<file path="config.mk">
export PLATFORM = sky130hd
export DESIGN_NAME = periph_resp_router
export DESIGN_NICKNAME = d
export VERILOG_FILES = /design/src/periph_xbar_pkg.sv /design/src/periph_resp_router.sv
export SDC_FILE = /design/constraint.sdc
export NUM_CORES = 1
export LEC_CHECK = 0
export BUFFER_PORTS_ARGS = -buffer_cell sky130_fd_sc_hd__buf_2
export CORE_AREA = 2 2 100 102
export DETAILED_ROUTE_END_ITERATION = 7
export DIE_AREA = 0 0 102 104
export MAX_ROUTING_LAYER = met4
export PLACE_DENSITY_LB_ADDON = 0.05
export SLEW_MARGIN = 20
export SYNTH_ARGS = -nofsm -noshare
export SYNTH_HDL_FRONTEND = slang
export SYNTH_SLANG_ARGS = --single-unit
</file>
<file path="constraint.sdc">
create_clock -name vclk -period 3.5
set_clock_uncertainty 0.2 [all_clocks]
set_input_delay 0.7 -clock vclk [all_inputs]
set_output_delay 0.7 -clock vclk [all_outputs]
set_load 0.02 [all_outputs]
</file>
<file path="src/periph_xbar_pkg.sv">
// Shared decode and response enums plus the cluster address map
// for the peripheral crossbar.
package periph_xbar_pkg;

  // Class of destination that a request address decodes to.
  typedef enum logic [1:0] {
    DEC_LOCAL = 2'd0,
    DEC_EXT   = 2'd1,
    DEC_ERR   = 2'd2
  } decode_kind_e;

  // Response opcode returned with every r_valid.
  typedef enum logic {
    OPC_OK  = 1'b0,
    OPC_ERR = 1'b1
  } resp_opc_e;

  // Address bits 31:24 that select this cluster.
  localparam logic [7:0] CLUSTER_BASE = 8'h10;

  // Address bits 23:20 that select the peripheral region inside the cluster.
  localparam logic [3:0] PERIPH_REGION = 4'h2;

endpackage
</file>
<file path="src/periph_resp_router.sv">
// Response selection for one initiator by one-hot id match.
`timescale 1ns/1ns

module periph_resp_router #(
  parameter int NB_INIT    = 4,
  parameter int NB_DST     = 6,
  parameter int DATA_WIDTH = 32,
  parameter int INIT_IDX   = 0
) (
  input  logic [NB_DST-1:0]                        r_valid_i,
  input  logic [NB_DST-1:0][NB_INIT-1:0]           r_id_i,
  input  logic [NB_DST-1:0][DATA_WIDTH-1:0]        r_rdata_i,
  input  periph_xbar_pkg::resp_opc_e [NB_DST-1:0]  r_opc_i,
  output logic                                     r_valid_o,
  output logic [DATA_WIDTH-1:0]                    r_rdata_o,
  output periph_xbar_pkg::resp_opc_e               r_opc_o
);

  localparam int                 SEL_W = (NB_DST > 1) ? $clog2(NB_DST) : 1;
  localparam logic [NB_INIT-1:0] MY_ID = NB_INIT'(1) << INIT_IDX;

  logic [NB_DST-1:0] hit;
  logic [SEL_W-1:0]  sel;

  for (genvar d = 0; d < NB_DST; d++) begin : gen_hit
    assign hit[d] = r_valid_i[d] & (r_id_i[d] == MY_ID);
  end

  // At most one destination answers this initiator per cycle, so OR-ing
  // the indices of the hits gives the binary index.
  always_comb begin
    sel = '0;
    for (int d = 0; d < NB_DST; d++) begin
      if (hit[d]) begin
        sel = sel | SEL_W'(d);
      end
    end
  end

  assign r_valid_o = |hit;
  assign r_rdata_o = r_rdata_i[sel];
  assign r_opc_o   = r_opc_i[sel];

endmodule

</file>
Word level (Yosys, flattened, before mapping)
Index checks and enable logic that the tools add are counted.
{"block": "word_totals", "regBits": 0, "out_inout_bits": 34, "elab_cells": 23}
{"block": "classes", "magnitude_cmp": 1, "n_eq_ne": 6, "mux": 9, "bitwise_logic": 6, "n_reduce_logical": 1}
{"operator": "$bmux W32 S3", "count": 1}
{"operator": "$mux W32", "count": 1}
{"operator": "$eq A4 B1 Y1 const B", "count": 6}
{"operator": "$and A1 B1 Y1", "count": 6}
{"operator": "$mux W3", "count": 2}
{"operator": "$reduce_or A6 Y1", "count": 1}
{"operator": "$lt A3 B4 Y1 const B", "count": 1}
{"operator": "$mux W2", "count": 2}
{"operator": "$bmux W1 S3", "count": 1}
{"operator": "$mux W1", "count": 2}

Longest topological paths before layout
{"block": "logic_depth", "depth_word": 9, "depth_mapped": 8}

Worst setup path before layout
No wires, ideal clock.
{"block": "synth_path", "kind": "in2out", "from": "input r_id_i[9] in the netlist's numbering", "to": "output r_opc_o", "t_arrival_ps": 2021, "required_ps": 2600, "path_slack_ps": 579, "cell_stages": 6, "path_buffers": 2, "cell_sequence": "nor4b_1 > a21oi_1 > buf_2 > buf_4 > mux2i_1 > o221ai_1"}
{"block": "synth_between", "elab_chain_cells": 8}
{"element": "start, declared", "line": "periph_resp_router.sv:11", "rtl": "input logic [NB_DST-1:0][NB_INIT-1:0] r_id_i,"}
{"element": "$eq A4 B1 Y1", "line": "periph_resp_router.sv:26", "rtl": "assign hit[d] = r_valid_i[d] & (r_id_i[d] == MY_ID);"}
{"element": "$and A1 B1 Y1", "line": "periph_resp_router.sv:26"}
{"element": "$mux W2 (2 in series)", "line": "periph_resp_router.sv:34", "rtl": "if (hit[d]) begin"}
{"element": "$mux W3 (2 in series)", "line": "periph_resp_router.sv:34"}
{"element": "$bmux W1 S3", "line": "periph_resp_router.sv:42", "rtl": "assign r_opc_o = r_opc_i[sel];"}
{"element": "$mux W1 (implied by the code)", "line": "periph_resp_router.sv:42"}
{"element": "end, declared", "line": "periph_resp_router.sv:16", "rtl": "output periph_xbar_pkg::resp_opc_e r_opc_o"}
No other way between the ends. The select of a mux whose other input is x is not followed.

Worst setup path after layout
{"block": "layout_path", "from": "input r_id_i[8] in the netlist's numbering", "to": "output r_rdata_o[8]"}
{"block": "layout_between", "elab_chain_cells": 8}
{"element": "$eq A4 B1 Y1", "line": "periph_resp_router.sv:26"}
{"element": "$and A1 B1 Y1", "line": "periph_resp_router.sv:26"}
{"element": "$mux W2 (2 in series)", "line": "periph_resp_router.sv:34"}
{"element": "$mux W3 (2 in series)", "line": "periph_resp_router.sv:34"}
{"element": "$bmux W32 S3", "line": "periph_resp_router.sv:41", "rtl": "assign r_rdata_o = r_rdata_i[sel];"}
{"element": "$mux W32 (implied by the code)", "line": "periph_resp_router.sv:41"}
{"element": "end, declared", "line": "periph_resp_router.sv:15", "rtl": "output logic [DATA_WIDTH-1:0] r_rdata_o,"}
No other way between the ends. The select of a mux whose other input is x is not followed.

==> impl_results.md <==
* Status: finished, final reports clean
* Tmin final at 3212 ps
* Top cells by area, synth: mux2i_1 (33%), o221ai_2 (23%), o221ai_1 (16%)
* Commonest cells in the netlist: mux2i_1 (66), o221ai_1 (36), o21a_1 (33)
* FF+latch area at 0 sq um
* Gate Count Post-Synth at 215
* Port Buf Inserts at 262
* Hold Path End: r_valid_o
* Detailed router's first-iteration violation count at 64
* Post-route design area at 0.003473 sq mm
* Largest net degree at the start of global routing at 40
* Cell area after synthesis at 0.001983 sq mm
* Crit end category: output pin
* Maximum VDD drop at 49.23 uV
* Max FO, Critical Path at 30
* Setup CP Type: input pin to output pin
* Routed len/inst at 16.13 um
* Starting Density at 20.77%
* Nets at 691
* Row cnt at 36
* Core Region at 0.009549 sq mm
* N_diodes at 0
* Die height at 104 um
* Ys Warns at 0
* Antenna violations before repair at 0
* Worst hold stages at 3
* Vias/cell at 4.842
* Power Density at 112.8 mW/mm^2
* Final-report max-slew violation count at 0
* Worst Max-Slew Pin Slew at 813.3 ps
* Post-CTS Setup Inserts at 0
* Post-synth top area cell: mux2i_1
* Synthesized net count at 443
* CP arrival at 2310 ps
* Count leader, synth: mux2i_1
* Static leakage at 2.024 nW
* Setup violations, final at 0
* GRT Residual Overflow at 0
* Final period util at 91.76%
* F_max at 311.4 MHz
* Cts hold-fix bufs at 0
* Slew HR at 45.65%
* Seq/Total Area, Yosys at 0%
* Placement-stage cell area at 0.003473 sq mm
* Sequential cells at 0
* Synth top area share at 33.31%
* RSZ-0062 raised after global routing: false
* Syn_area_per_cell at 9.224 sq um
* Syn-to-layout area delta at 75.14%
* Via Count at 2,876
* Max cap viols at 0
* WL final at 9.582 mm
* GPL Wtd Cong at 0.8222
* Die area at 0.01061 sq mm
* Total power at 0.3916 mW
* Vias in the first global route at 2,879
* CLK BUF at 0
* Fraction of layout instances using a drive strength above 1 at 68.11%
* Final hold violation count at 0
* Post_cts resized at 0
* GRT Resource Usage Total at 16.63%
* HP Class: input pin to output pin
* # DRC at 0
* CP startpoint kind: input pin
* Pre-antenna DRT Iters at 4
* Dpl hpwl at 7.924 mm
* Setup TNS at 0 ps
* Worst EP required at 2600 ps
* Die Span X at 102 um
* First-pass GRT wire length at 14.08 mm
* IO Pins at 262
* HP Start: r_valid_i[2]
* Routed Antenna Nets at 0
* Synth unique cells at 17
-- logic make-up after synthesis --
logic type / after synthesis / share of synthesized area [%]
mux: 66 / 33.31
simple gates: 16 / 5.679
compound gates: 101 / 51.80
buf+inv: 32 / 9.211
-- how the worst max path moves through the flow --
stage	startpoint	to	slack, ps	depth (start not counted)
CTS	r_id_i[7]	r_rdata_o[14]	270	7
global placement	r_id_i[8]	r_rdata_o[8]	290	9
global route	r_id_i[7]	r_rdata_o[14]	160	7
detailed placement	r_id_i[7]	r_rdata_o[14]	270	7
floorplan	r_id_i[9]	r_opc_o	580	6
finish	r_id_i[8]	r_rdata_o[8]	290	9
-- cell type report --
cell class                 count  area, sq um
multi-input combinational    183         1826
tap                          133        166.4
fill                        1032         6076
timing repair buffer         278         1481
-- critical path, stage by stage --
cell	delay (ps)
buf_2	90
nor4b_1	130
buf_4	140
a21oi_4	210
buf_12	250
buf_12	190
mux2i_1	270
o221ai_2	130
buf_2	170
-- placed cells by master, fill, tap and decap left out --
cell      Yosys  layout
nand2_1       2       1
buf_12        0       4
nand2b_2      0       1
nor2_1        6       5
nor4_4        1       1
a21oi_4       0       1
or2_0         1       1
buf_4         1      12
a211o_1       1       1
o221ai_1     36      36
and4b_1       4       3
buf_2        11     262
nor2_4        0       1
o21a_1       33      33
nor4b_1       1       1
and4b_2       0       1
mux2i_1      66      66
o221ai_2     30      30
nand2_2       0       1
-- where the power goes --
part | internal, mW | total, mW | switching [mW]
Clock | 0 | 0 | 0
Combinational | 0.200 | 0.392 | 0.191
Sequential | 0 | 0 | 0
Total | 0.200 | 0.392 | 0.191
-- layer usage --
metal	track usage, %	wire length (um)
met4	0.4762	34
met5	-	0
met3	2.083	850
met1	17.33	3483
met2	33.98	5215
-- metrics by stage --
step / util [%] / cells / hold WS [ps] / setup WS, ps
6_report: 36.37 / 594 / 1581 / 288.4
5_1_grt: 36.37 / 594 / 1603 / 157.2
4_1_cts: 36.37 / 594 / 1583 / 272.6
3_5_place_dp: 36.37 / 594 / 1582 / 273.0
3_3_place_gp: 36.37 / 594 / 1581 / 288.0
2_1_floorplan: - / 215 / 1398 / 579.0
Note: power is estimated with default switching activity, not from simulation.
