### config.mk
export PLATFORM = sky130hd
export DESIGN_NAME = periph_req_demux
export DESIGN_NICKNAME = d
export VERILOG_FILES = /design/src/periph_xbar_pkg.sv /design/src/periph_req_demux.sv
export SDC_FILE = /design/constraint.sdc
export NUM_CORES = 1
export LEC_CHECK = 0
export ABC_AREA = 1
export ABC_CLOCK_PERIOD_IN_PS = 3850
export BUFFER_PORTS_ARGS = -buffer_cell sky130_fd_sc_hd__buf_2
export CAP_MARGIN = 20
export CORE_MARGIN = 2
export CORE_UTILIZATION = 37
export CTS_BUF_LIST = sky130_fd_sc_hd__clkbuf_8 sky130_fd_sc_hd__clkbuf_16
export CTS_CLUSTER_SIZE = 28
export DETAILED_ROUTE_END_ITERATION = 12
export HOLD_SLACK_MARGIN = 0.03
export PLACE_DENSITY = 0.81
export SETUP_SLACK_MARGIN = 0.2
export SYNTH_ARGS = -nofsm -noshare
export SYNTH_HDL_FRONTEND = slang
export SYNTH_SLANG_ARGS = --single-unit
export TNS_END_PERCENT = 30
### constraint.sdc
create_clock -name clk_i -period 3.85 [get_ports clk_i]
set_clock_uncertainty 0.2 [all_clocks]
set_input_delay 0.77 -clock clk_i [delete_from_list [all_inputs] [get_ports clk_i]]
set_output_delay 0.77 -clock clk_i [all_outputs]
set_load 0.01 [all_outputs]
### src/periph_xbar_pkg.sv
// Shared decode and response enums plus the cluster address map
// for the peripheral crossbar.
package periph_xbar_pkg;

  // Class of destination that a request address decodes to.
  typedef enum logic [1:0] {
    DEC_LOCAL = 2'd0,
    DEC_EXT   = 2'd1,
    DEC_ERR   = 2'd2
  } decode_kind_e;

  // Response opcode returned with every r_valid.
  typedef enum logic {
    OPC_OK  = 1'b0,
    OPC_ERR = 1'b1
  } resp_opc_e;

  // Address bits 31:24 that select this cluster.
  localparam logic [7:0] CLUSTER_BASE = 8'h10;

  // Address bits 23:20 that select the peripheral region inside the cluster.
  localparam logic [3:0] PERIPH_REGION = 4'h2;

endpackage
### src/periph_req_demux.sv
// Address decoder and request steering for one initiator.
`timescale 1ns/1ns

module periph_req_demux #(
  parameter int NB_TARGETS  = 4,
  parameter int ADDR_WIDTH  = 32,
  parameter int ROUTING_LSB = 10,
  parameter int ROUTING_MSB = 13
) (
  input  logic                  clk_i,
  input  logic                  reset_i,
  input  logic                  req_i,
  input  logic [ADDR_WIDTH-1:0] addr_i,
  output logic                  gnt_o,
  output logic [NB_TARGETS+1:0] dst_req_o,
  input  logic [NB_TARGETS+1:0] dst_gnt_i
);

  localparam int NB_DST  = NB_TARGETS + 2;
  localparam int DST_W   = $clog2(NB_DST);
  localparam int LOCAL_W = ROUTING_MSB - ROUTING_LSB + 1;

  periph_xbar_pkg::decode_kind_e kind;
  logic [LOCAL_W-1:0]            local_idx;
  logic [DST_W-1:0]              dec_idx;
  logic [DST_W-1:0]              sel_idx;
  logic [DST_W-1:0]              held_idx_q;
  logic                          pending_q;

  assign local_idx = addr_i[ROUTING_MSB:ROUTING_LSB];

  // Outside the cluster goes external, holes in the peripheral region go to the error port.
  always_comb begin
    if (addr_i[31:24] != periph_xbar_pkg::CLUSTER_BASE) begin
      kind = periph_xbar_pkg::DEC_EXT;
    end else if (addr_i[23:20] == periph_xbar_pkg::PERIPH_REGION &&
                 addr_i[19:ROUTING_MSB+1] == '0 &&
                 int'(local_idx) < NB_TARGETS) begin
      kind = periph_xbar_pkg::DEC_LOCAL;
    end else begin
      kind = periph_xbar_pkg::DEC_ERR;
    end
  end

  // Local ports first, then the external port, then the error responder.
  always_comb begin
    case (kind)
      periph_xbar_pkg::DEC_LOCAL: dec_idx = DST_W'(local_idx);
      periph_xbar_pkg::DEC_EXT:   dec_idx = DST_W'(NB_TARGETS);
      default:                    dec_idx = DST_W'(NB_TARGETS + 1);
    endcase
  end

  // A waiting request keeps the destination it decoded to in its first cycle.
  assign sel_idx = pending_q ? held_idx_q : dec_idx;

  always_comb begin
    dst_req_o          = '0;
    dst_req_o[sel_idx] = req_i;
  end

  assign gnt_o = req_i & dst_gnt_i[sel_idx];

  always_ff @(posedge clk_i) begin
    if (reset_i) begin
      pending_q <= 1'b0;
    end else begin
      pending_q <= req_i & ~gnt_o;
    end
  end

  always_ff @(posedge clk_i) begin
    held_idx_q <= sel_idx;
  end

endmodule

Yosys cells after proc, flatten, opt, wreduce, memory -nomap -nowiden. Cells that the tools add are included.

Output and inout bits: 7. Register bits after elaboration: 4. Word-level logic and storage cells: 25. Input port bits: 41.

Reduce and logical (&&, ||, !) cells: 5. Bitwise logic cells: 4. Equality and inequality tests: 3. Magnitude comparators: 3. Muxes and demuxes: 8.

Operator list (count): 8-bit by 5-bit != test with 1-bit output (second input constant) (1); 6-bit AND (1); 6-bit zero test (1); 3-bit one-hot mux with 2 select lines (1); 4-bit by 2-bit == test with 1-bit output (second input constant) (1); 3-bit by 4-bit less-than comparator with 1-bit output (second input constant) (1); 4-bit by 3-bit less-than comparator with 1-bit output (second input constant) (1); 2-bit 2-to-1 mux (2); 1-bit binary-select mux with 3-bit select (1); 1-bit demux with 3-bit select (1); 3-bit by 1-bit >= comparator with 1-bit output (second input constant) (1); 1-bit logical AND (3); 3-bit 2-to-1 mux (1); 1-bit AND (2); 2-bit by 1-bit == test with 1-bit output (second input constant) (1); 2-bit zero test (1); 1-bit 2-to-1 mux (2); 1-bit inverter (1).

Longest topological paths before layout. Gate-level depths: netlist (run 1).

Depth in word-level cells: 13. Mapped depth: 12.

Worst setup path after synthesis (run 1). OpenSTA, ideal clock, no wires.

Kind: input to output. Start point: input addr_i[17]. End point: output gnt_o. Slack: 1278 ps. Stages: 11. Arrival: 1602 ps. Data required time: 2880 ps. Cell sequence: nor2_1 -> nand2_1 -> inv_1 -> nand2_2 -> nor2_4 -> a21oi_1 -> nor2_2 -> nand3_2 -> nand3_2 -> nand2_1 -> inv_1.

Word-level cells in the longest chain between the ends: 11. Elaborated cells between the ends (all ways): 12. Those cells by class: eq/ne: 1; mux: 6; bitwise: 1; reduce/logical: 4.

RTL lines: start: declaration (line periph_req_demux.sv:13) `input logic [ADDR_WIDTH-1:0] addr_i,`; 6-bit zero test * (line periph_req_demux.sv:37) `addr_i[19:ROUTING_MSB+1] == '0 &&`; 1-bit logical AND * (line periph_req_demux.sv:36) `end else if (addr_i[23:20] == periph_xbar_pkg::PERIPH_REGION &&`; 1-bit logical AND * (line periph_req_demux.sv:37); 2-bit 2-to-1 mux * (line periph_req_demux.sv:36); 2-bit 2-to-1 mux * (line periph_req_demux.sv:34) `if (addr_i[31:24] != periph_xbar_pkg::CLUSTER_BASE) begin`; 2-bit by 1-bit == test with 1-bit output or 2-bit zero test (tied branches) (line periph_req_demux.sv:47) `case (kind)`; 3-bit one-hot mux with 2 select lines * (line periph_req_demux.sv:47); 3-bit 2-to-1 mux * (line periph_req_demux.sv:55) `assign sel_idx = pending_q ? held_idx_q : dec_idx;`; named net sel_idx[2] (line periph_req_demux.sv:26) `logic [DST_W-1:0] sel_idx;`; 1-bit binary-select mux with 3-bit select * (line periph_req_demux.sv:62) `assign gnt_o = req_i & dst_gnt_i[sel_idx];`; 1-bit 2-to-1 mux (implied by the code) * (line periph_req_demux.sv:62); 1-bit AND * (line periph_req_demux.sv:62); end: declaration (line periph_req_demux.sv:14) `output logic gnt_o,`.

The timed path passes the listed nets; every way through them passes the cells marked *. The select of a mux whose other input is x is not followed.

Worst setup path after layout (run 1).
Start point: input addr_i[25]. End point: output gnt_o.

Word-level cells in the longest chain between the ends: 8. Elaborated cells between the ends (all ways): 9. Those cells by class: eq/ne: 2; mux: 5; bitwise: 1; reduce/logical: 1.

RTL lines (line): 8-bit by 5-bit != test with 1-bit output * (periph_req_demux.sv:34); 2-bit 2-to-1 mux * (periph_req_demux.sv:34); 2-bit by 1-bit == test with 1-bit output or 2-bit zero test (tied branches) (periph_req_demux.sv:47); 3-bit one-hot mux with 2 select lines * (periph_req_demux.sv:47); 3-bit 2-to-1 mux * (periph_req_demux.sv:55); named net sel_idx[0] (periph_req_demux.sv:26); 1-bit binary-select mux with 3-bit select * (periph_req_demux.sv:62); 1-bit 2-to-1 mux (implied by the code) * (periph_req_demux.sv:62); 1-bit AND * (periph_req_demux.sv:62).

Marks and branches as above.

==> results.txt, run 1 <==
H-tree depth = 1
CP Buf/Inv Count = 3
post-synthesis mux area share = 0
# Post-CTS Setup Buffers = 0
Fin Setup TNS = 0 ns
Nets = 168
Worst Path Max Fanout = 5
XOR/XNOR Fraction of Synth Area = 0
ANT cells = 0
DIE AREA = 0.00160 mm2
part of the cycle the worst path needs = 0.749
post-cts resize count = 0
adder-cell share of the synthesized area = 0
Iter 0 DRT Violations = 11
number of port buffers = 37
commonest non-fill, non-tap cells in the layout = buf_2, inv_1, nand2_1, nor2_1
Placed Cells incl. Taps = 136
relative slew slack = 0.848
Final setup viols = 0
arrival time worst endpoint = 1.91 ns
max_cap viols = 0
Ys Warns = 0
Worst Path Class, Setup = in2out
crit path capture type = output pin
type of the worst min-delay path = reg2reg
Vias per Instance = 4.27
Worst Hold Depth = 2
# DRC = 0
cts hold-fix bufs = 0
Post-DRT Antenna Nets = 0
dpl hpwl = 936 um
share of cells above drive strength 1 = 0.480
critical-path cell list = buf_2, nor2_1, nand3_2, nor2_4, nand2_2, nand2_4, nand2_1, nand3_2, nand3_2, nand2_1, inv_1, buf_2
drt wl/cell = 7.80 um
final cell utilization of the core = 0.627
clock-pin transition on the worst setup and hold timing paths = 0.03 ns
Hold EP = held_idx_q[1]
Chip Height = 40.0 um
Hold WS = 0.308 ns
initial antenna violation count = 0
Synth Area in Simple Gates = 0.635
routed wire length = 1080 um
GRT Overall Usage = 0.161
Worst Hold Launch = held_idx_q[1]
Pleak = 0.441 nW
max-slew violations = 0
Synth Instances = 85
largest net degree at the start of global routing = 6
cts bufs inserted = 3
first-pass GRT wire length = 1690 um
Layout Cells excl Fill = 139
Cell Area, Synth = 480 um2
critical path launch point type = primary input
CP top delay family = simple AND/OR/NAND/NOR gates
GRT overflow = 0
most used cell, CP = nand3_2
initial core utilization = 0.416
most common cell after layout, fill and taps aside = buf_2
Max Root-Sink Buffers = 2
Fin. Hold Viols = 0
largest family of logic cells by synthesized area = simple AND/OR/NAND/NOR gates
Mean Syn Cell Area = 5.65 um2
gpl congestion = 0.780
Ports = 48
Synth Area in Compound Gates = 0.0104
cell depth of the worst flop-to-flop path = 9
core area = 0.00116 mm2
CTS root buffer = clkbuf_8
slowest stage delay, CP = 0.15 ns
drt first pass iters = 4
r2r endpoint = pending_q
post-synthesis cell type count = 14
number of global-route vias before repair = 501
flop2flop setup slack = 2.39 ns
Rows = 12
Die X = 40.0 um
# fillers = 113
post-route minimum period = 2.88 ns
Req. time, crit path = 2.88 ns
Slew @ Worst Pin = 0.228 ns
flops & latches, synth = 4
r2r startpoint = pending_q
Worst VDD drop = 0.0966 mV
via count = 594
syn_nets = 126
RSZ-0062 raised after global routing = false
later-pin clock latency in the skew report = 0.21 ns
total clock sinks = 4
sequential share of the synthesized area = 0.167
PD cells = 224 mW/mm2
Max Freq = 347 MHz
Worst path slowest cell = nor2_4
Layout area overhead = 50.8%
TritonCTS clock tree = done
outcome = complete, no violations
-- metrics by stage --
step | setup WS [ns] | cell area, um2 | power, W
floorplan | 1.28 | 480 | 0.0000580
global placement | 1.01 | 683 | 0.0000749
detailed placement | 0.959 | 683 | 0.0000761
CTS | 0.953 | 724 | 0.000165
global route | 0.829 | 724 | 0.000173
finish | 0.967 | 724 | 0.000162
-- worst max-delay path by stage --
| stage | endpoint | start | cells after the start | slack [ns] |
|---|---|---|---|---|
| 6_report | gnt_o | addr_i[25] | 12 | 0.97 |
| 3_5_place_dp | gnt_o | addr_i[25] | 12 | 0.96 |
| 5_1_grt | gnt_o | addr_i[25] | 12 | 0.83 |
| 4_1_cts | gnt_o | addr_i[25] | 12 | 0.95 |
| 3_3_place_gp | gnt_o | addr_i[31] | 12 | 1.01 |
| 2_1_floorplan | gnt_o | addr_i[17] | 11 | 1.28 |
-- per-layer routing --
layer,track usage,vias up,wire [um]
met4,0.138,0,0
li1,-,327,-
met5,0,-,0
met2,0.286,19,541
met1,0.165,248,468
met3,0.0167,0,75
-- worst min-delay path, cell delays in order, from the launching register on --
cell	delay, ns
dfxtp_1	0.29
nand2_1	0.06
nand2_2	0.11
-- cell usage after synthesis --
library cell	n	share of area
inv_2	3	0.023
inv_1	21	0.16
nor2_2	3	0.039
a21oi_1	1	0.010
nand3_2	5	0.10
dfxtp_1	4	0.17
nand3b_1	2	0.031
nor2_4	3	0.070
nand4_1	1	0.013
nor2_1	16	0.13
nand2_4	1	0.023
nand2_2	5	0.065
nand3_1	3	0.031
nand2_1	17	0.13
-- cells by family (layout without fill, tap and decap cells) --
| group | count (synthesis) | count (layout) |
|---|---|---|
| DFF | 4 | 4 |
| and+or+nand+nor | 56 | 56 |
| AOI/OAI and AO/OA | 1 | 1 |
| buffers and inverters | 24 | 64 |
-- report_power, final --
part / internal (W) / switching (W) / total (W)
Combinational: 0.0000176 / 0.0000148 / 0.0000324
Sequential: 0.0000422 / 0.000000479 / 0.0000427
Clock: 0.0000666 / 0.0000206 / 0.0000871
-- area by class of cell --
type,instances,area [um2],share of cell area
Tap cell,14,17.5,0.0242
Sequential cell,4,80.1,0.111
Timing Repair Buffer,37,185,0.256
Clock buffer,3,41.3,0.0570
Multi-Input combinational cell,57,310,0.428
Inverter,24,90.1,0.124
-- flip-flops by register name, summed over array words and instances, names as in the netlist --
name,flops
held_idx_q,3
pending_q,1
No activity file was read; power rests on OpenSTA's default activity.
==> inputs of run 2 (changes only) <==
- ABC_AREA: 1 -> 0
- ABC_CLOCK_PERIOD_IN_PS: 3850 -> 2860
- CORE_UTILIZATION: 37 -> 32
- PLACE_DENSITY: 0.81 -> 0.74
- clock period: 3.85 -> 2.86 ns (I/O delays scaled with it)
==> results.txt, run 2 <==
GRT Overall Usage = 0.193
clock-pin transition on the worst setup and hold timing paths = 0.03 ns
Chip Height = 40.8 um
Max Freq = 318 MHz
Worst path slowest cell = or4_4
PD cells = 268 mW/mm2
most common cell after layout, fill and taps aside = buf_2
Placed Cells incl. Taps = 115
max_cap viols = 0
TritonCTS clock tree = done
part of the cycle the worst path needs = 1.10
Hold EP = held_idx_q[2]
arrival time worst endpoint = 2.37 ns
core area = 0.00128 mm2
RSZ-0062 raised after global routing = true
first-pass GRT wire length = 2040 um
Nets = 151
Post-synth EDFFs = 0
Worst Hold Depth = 2
critical-path cell list = buf_2, or4_4, or2_1, o41a_1, or2_1, o221ai_2, buf_2
Max Root-Sink Buffers = 2
DIE AREA = 0.00166 mm2
H-tree depth = 1
cts bufs inserted = 3
Pleak = 0.415 nW
Largest register FFs = 3
Slew @ Worst Pin = 0.367 ns
Rows = 13
drt wl/cell = 14.0 um
area leader, netlist = dfxtp_1
relative slew slack = 0.753
critical path launch point type = primary input
Layout Cells excl Fill = 123
main flop type after synthesis = dfxtp_1
Post-DRT Antenna Nets = 0
r2r startpoint = pending_q
Worst VDD drop = 0.386 mV
Largest regs = held_idx_q x3, pending_q x1
cell depth of the worst flop-to-flop path = 7
Synth area leaders = dfxtp_1, or4_4, nor2_1
commonest non-fill, non-tap cells in the layout = buf_2, buf_4, nor2_1, or4_4, dfxtp_1
slowest stage delay, CP = 0.53 ns
post-route minimum period = 3.15 ns
Worst Path Class, Setup = in2out
later-pin clock latency in the skew report = 0.22 ns
post-synthesis cell type count = 34
Setup WS post-layout = -0.286 ns
ANT cells = 0
gpl congestion = 0.809
cts hold-fix bufs = 0
outcome = complete, but fails checks
initial antenna violation count = 0
number of port buffers = 37
Layout area overhead = 98.3%
Ports = 48
largest net degree at the start of global routing = 9
dpl hpwl = 1150 um
Vias per Instance = 5.59
Mean Syn Cell Area = 7.87 um2
drt first pass iters = 4
Synth Instances = 55
Fin. Hold Viols = 0
ys async rst share = 0
# DRC = 0
flops & latches, synth = 4
flop2flop setup slack = 0.72 ns
r2r endpoint = pending_q
Ys Warns = 0
Iter 0 DRT Violations = 26
type of the worst min-delay path = reg2reg
crit path capture type = output pin
via count = 687
total clock sinks = 4
sequential share of the synthesized area = 0.185
syn_nets = 96
share of cells above drive strength 1 = 0.667
violated checks = setup timing
register with the most flip-flops = held_idx_q
top-count cell post-synth = nor2_1
GRT overflow = 0
final cell utilization of the core = 0.668
routed wire length = 1720 um
# fillers = 97
Die X = 40.8 um
top-area cell type share of the netlist area = 0.185
Final setup viols = 7
number of global-route vias before repair = 490
Worst Hold Launch = held_idx_q[2]
commonest cells in the netlist = nor2_1, dfxtp_1, nand2_1
initial core utilization = 0.337
CTS root buffer = clkbuf_8
total power after layout = 0.000230 W
max-slew violations = 0
Worst Path Max Fanout = 2
Cell Area, Synth = 433 um2
Req. time, crit path = 2.09 ns
==> run 2: report_power, final <==
part	internal (W)	switching, W
logic	0.0000298	0.0000214
registers	0.0000568	0.000000511
clock network	0.0000899	0.0000319
total	0.000177	0.0000539
==> run 2: final cells by class <==
type / instances / area [um2] / share of cell area
multi-input combinational: 45 / 392 / 0.456
timing repair buffer: 53 / 315 / 0.367
sequential: 4 / 80.1 / 0.0933
clock buffer: 3 / 41.3 / 0.0481
tap: 15 / 18.8 / 0.0219
inverter: 3 / 11.3 / 0.0131
==> run 2: worst max-delay path by stage <==
stage	depth (start not counted)	slack [ns]	start	to
3_3_place_gp	7	-0.39	addr_i[15]	gnt_o
5_1_grt	7	-0.33	addr_i[16]	gnt_o
6_report	7	-0.29	addr_i[16]	gnt_o
2_1_floorplan	6	-0.16	addr_i[20]	gnt_o
3_5_place_dp	7	-0.39	addr_i[15]	gnt_o
4_1_cts	7	-0.28	addr_i[15]	gnt_o
==> run 2: kinds of logic (layout without fill, tap and decap cells) <==
kind of cell    after synthesis  count (layout)  synth area share
simple gates                 25              25             0.353
compound gates               18              18             0.350
buf+inv                       6              59            0.0636
flops                         4               4             0.185
mux                           2               2            0.0491
==> run 2: stage by stage <==
stage | setup TNS [ns] | cell area (um2) | hold slack [ns] | setup slack (ns)
finish | -1.14 | 858 | 0.304 | -0.286
global route | -1.52 | 858 | 0.332 | -0.327
CTS | -1.42 | 806 | 0.303 | -0.281
detailed placement | -1.45 | 714 | 0.300 | -0.391
global placement | -1.39 | 714 | 0.290 | -0.394
floorplan | -0.160 | 445 | 0.272 | -0.160
==> run 2: timing repair <==
action                                 4_1_cts  5_1_grt
setup endpoints to repair                    7        7
buffers inserted                             2        3
cloned                                       0        0
endpoints found under the hold margin        0        0
gates resized for setup                     10        8
pin swaps                                    2        4
==> run 2: worst max-delay path, delay by kind of cell <==
family          cells  cell delay, ns
compound gates      2            0.53
simple gates        3            1.01
buf+inv             2            0.26
==> run 2: per-layer routing <==
layer / vias to the layer above / GRT usage / wire (um)
li1: 329 / - / -
met1: 316 / 0.221 / 670
met2: 40 / 0.324 / 910
met3: 2 / 0.0326 / 114
met4: 0 / 0.125 / 22
met5: - / 0 / 0
==> inputs of run 3 (changes only) <==
- GPL_TIMING_DRIVEN: not set -> 0
- RECOVER_POWER: not set -> 25
==> results.txt, run 3 (synthesis gave the netlist of run 2 again) <==
Layout area overhead = 85.5%
max-slew violations = 0
Pleak = 0.387 nW
# DRC = 0
DIE AREA = 0.00166 mm2
crit path capture type = output pin
CTS root buffer = clkbuf_8
later-pin clock latency in the skew report = 0.22 ns
outcome = complete, but fails checks
Placed Cells incl. Taps = 107
Max Root-Sink Buffers = 2
Hold EP = held_idx_q[2]
ANT cells = 0
slowest stage delay, CP = 0.53 ns
Worst VDD drop = 0.309 mV
H-tree depth = 1
Worst Hold Depth = 2
post-route minimum period = 3.19 ns
Worst Path Class, Setup = in2out
number of port buffers = 37
TritonCTS clock tree = done
Die X = 40.8 um
r2r endpoint = pending_q
cts hold-fix bufs = 0
number of global-route vias before repair = 520
Chip Height = 40.8 um
Hold WS = 0.302 ns
drt wl/cell = 15.0 um
r2r startpoint = pending_q
Slew @ Worst Pin = 0.541 ns
largest net degree at the start of global routing = 10
arrival time worst endpoint = 2.41 ns
violated checks = setup timing
relative slew slack = 0.636
critical-path cell list = buf_6, or4_4, or2_0, buf_2, o41a_1, or2_0, o221ai_2, buf_2
Ports = 48
core area = 0.00128 mm2
Rows = 13
via count = 667
Final setup viols = 7
critical path launch point type = primary input
RSZ-0062 raised after global routing = true
GRT overflow = 0
flop2flop setup slack = 0.65 ns
CP Buf/Inv Count = 3
Req. time, crit path = 2.09 ns
register with the most flip-flops = held_idx_q
Worst Path Max Fanout = 6
most common cell after layout, fill and taps aside = buf_2
final cell utilization of the core = 0.625
GRT Overall Usage = 0.231
clock-pin transition on the worst setup and hold timing paths = 0.03 ns
share of cells above drive strength 1 = 0.644
Vias per Instance = 5.75
initial antenna violation count = 0
Layout Cells excl Fill = 116
initial core utilization = 0.337
# fillers = 128
Largest regs = held_idx_q x3, pending_q x1
total clock sinks = 4
first-pass GRT wire length = 2280 um
commonest non-fill, non-tap cells in the layout = buf_2, buf_4, nor2_1, or4_4, dfxtp_1
Post-DRT Antenna Nets = 0
drt first pass iters = 4
CP top delay family = simple AND/OR/NAND/NOR gates
Largest register FFs = 3
dpl hpwl = 1070 um
PD cells = 285 mW/mm2
Max Freq = 314 MHz
cts bufs inserted = 3
Worst path slowest cell = or4_4
max_cap viols = 0
Setup WS post-layout = -0.326 ns
Nets = 144
Worst Hold Launch = held_idx_q[2]
type of the worst min-delay path = reg2reg
Fin Setup TNS = -1.35 ns
Fin. Hold Viols = 0
Iter 0 DRT Violations = 19
gpl congestion = 0.811
cell depth of the worst flop-to-flop path = 7
part of the cycle the worst path needs = 1.11
routed wire length = 1740 um
==> run 3: changes by cell type in the layout (fill, tap and decap cells not counted), sizes merged <==
cell  delta
buf      -7
==> run 3: how the worst max path moves through the flow <==
stage,start,to,slack [ns],depth (start not counted)
floorplan,addr_i[20],gnt_o,-0.16,6
global placement,addr_i[20],gnt_o,-0.44,8
detailed placement,addr_i[20],gnt_o,-0.46,8
CTS,addr_i[13],gnt_o,-0.30,8
global route,addr_i[13],gnt_o,-0.40,8
finish,addr_i[13],gnt_o,-0.33,8
==> run 3: area by class of cell <==
type / instances / area (um2) / share of cell area
multi-input combinational: 45 / 388 / 0.483
timing repair buffer: 43 / 236 / 0.294
sequential: 4 / 80.1 / 0.0997
clock buffer: 3 / 41.3 / 0.0514
buffer: 3 / 27.5 / 0.0343
tap: 15 / 18.8 / 0.0234
inverter: 3 / 11.3 / 0.0140
==> run 3: worst min-delay path, stage by stage, from the launching register on <==
cell and delay [ns]:
dfxtp_1 0.28, inv_1 0.09, a21oi_1 0.07
==> run 3: routing by layer <==
layer / vias up / GRT usage / routed length [um]
met5: - / 0 / 0
met4: 0 / 0.225 / 99
met3: 8 / 0.0652 / 107
met2: 37 / 0.391 / 931
met1: 308 / 0.218 / 606
li1: 314 / - / -
==> run 3: where the power goes <==
part / switching, W / internal (W)
clock network: 0.0000321 / 0.0000899
registers: 0.000000150 / 0.0000568
logic: 0.0000216 / 0.0000284
total: 0.0000539 / 0.000175
==> run 3: what timing repair did <==
item,CTS,global route
setup endpoints to repair,7,7
gates cloned,0,0
gates resized for setup,9,7
buffers inserted,6,0
pin swaps,5,2
endpoints found under the hold margin,0,0
==> run 3: through the flow <==
stage | setup slack (ns) | power, W | instance area (um2)
2_1_floorplan | -0.160 | 0.0000732 | 445
3_5_place_dp | -0.457 | 0.0000979 | 649
3_3_place_gp | -0.439 | 0.0000971 | 649
5_1_grt | -0.397 | 0.000241 | 803
4_1_cts | -0.301 | 0.000228 | 777
6_report | -0.326 | 0.000229 | 803
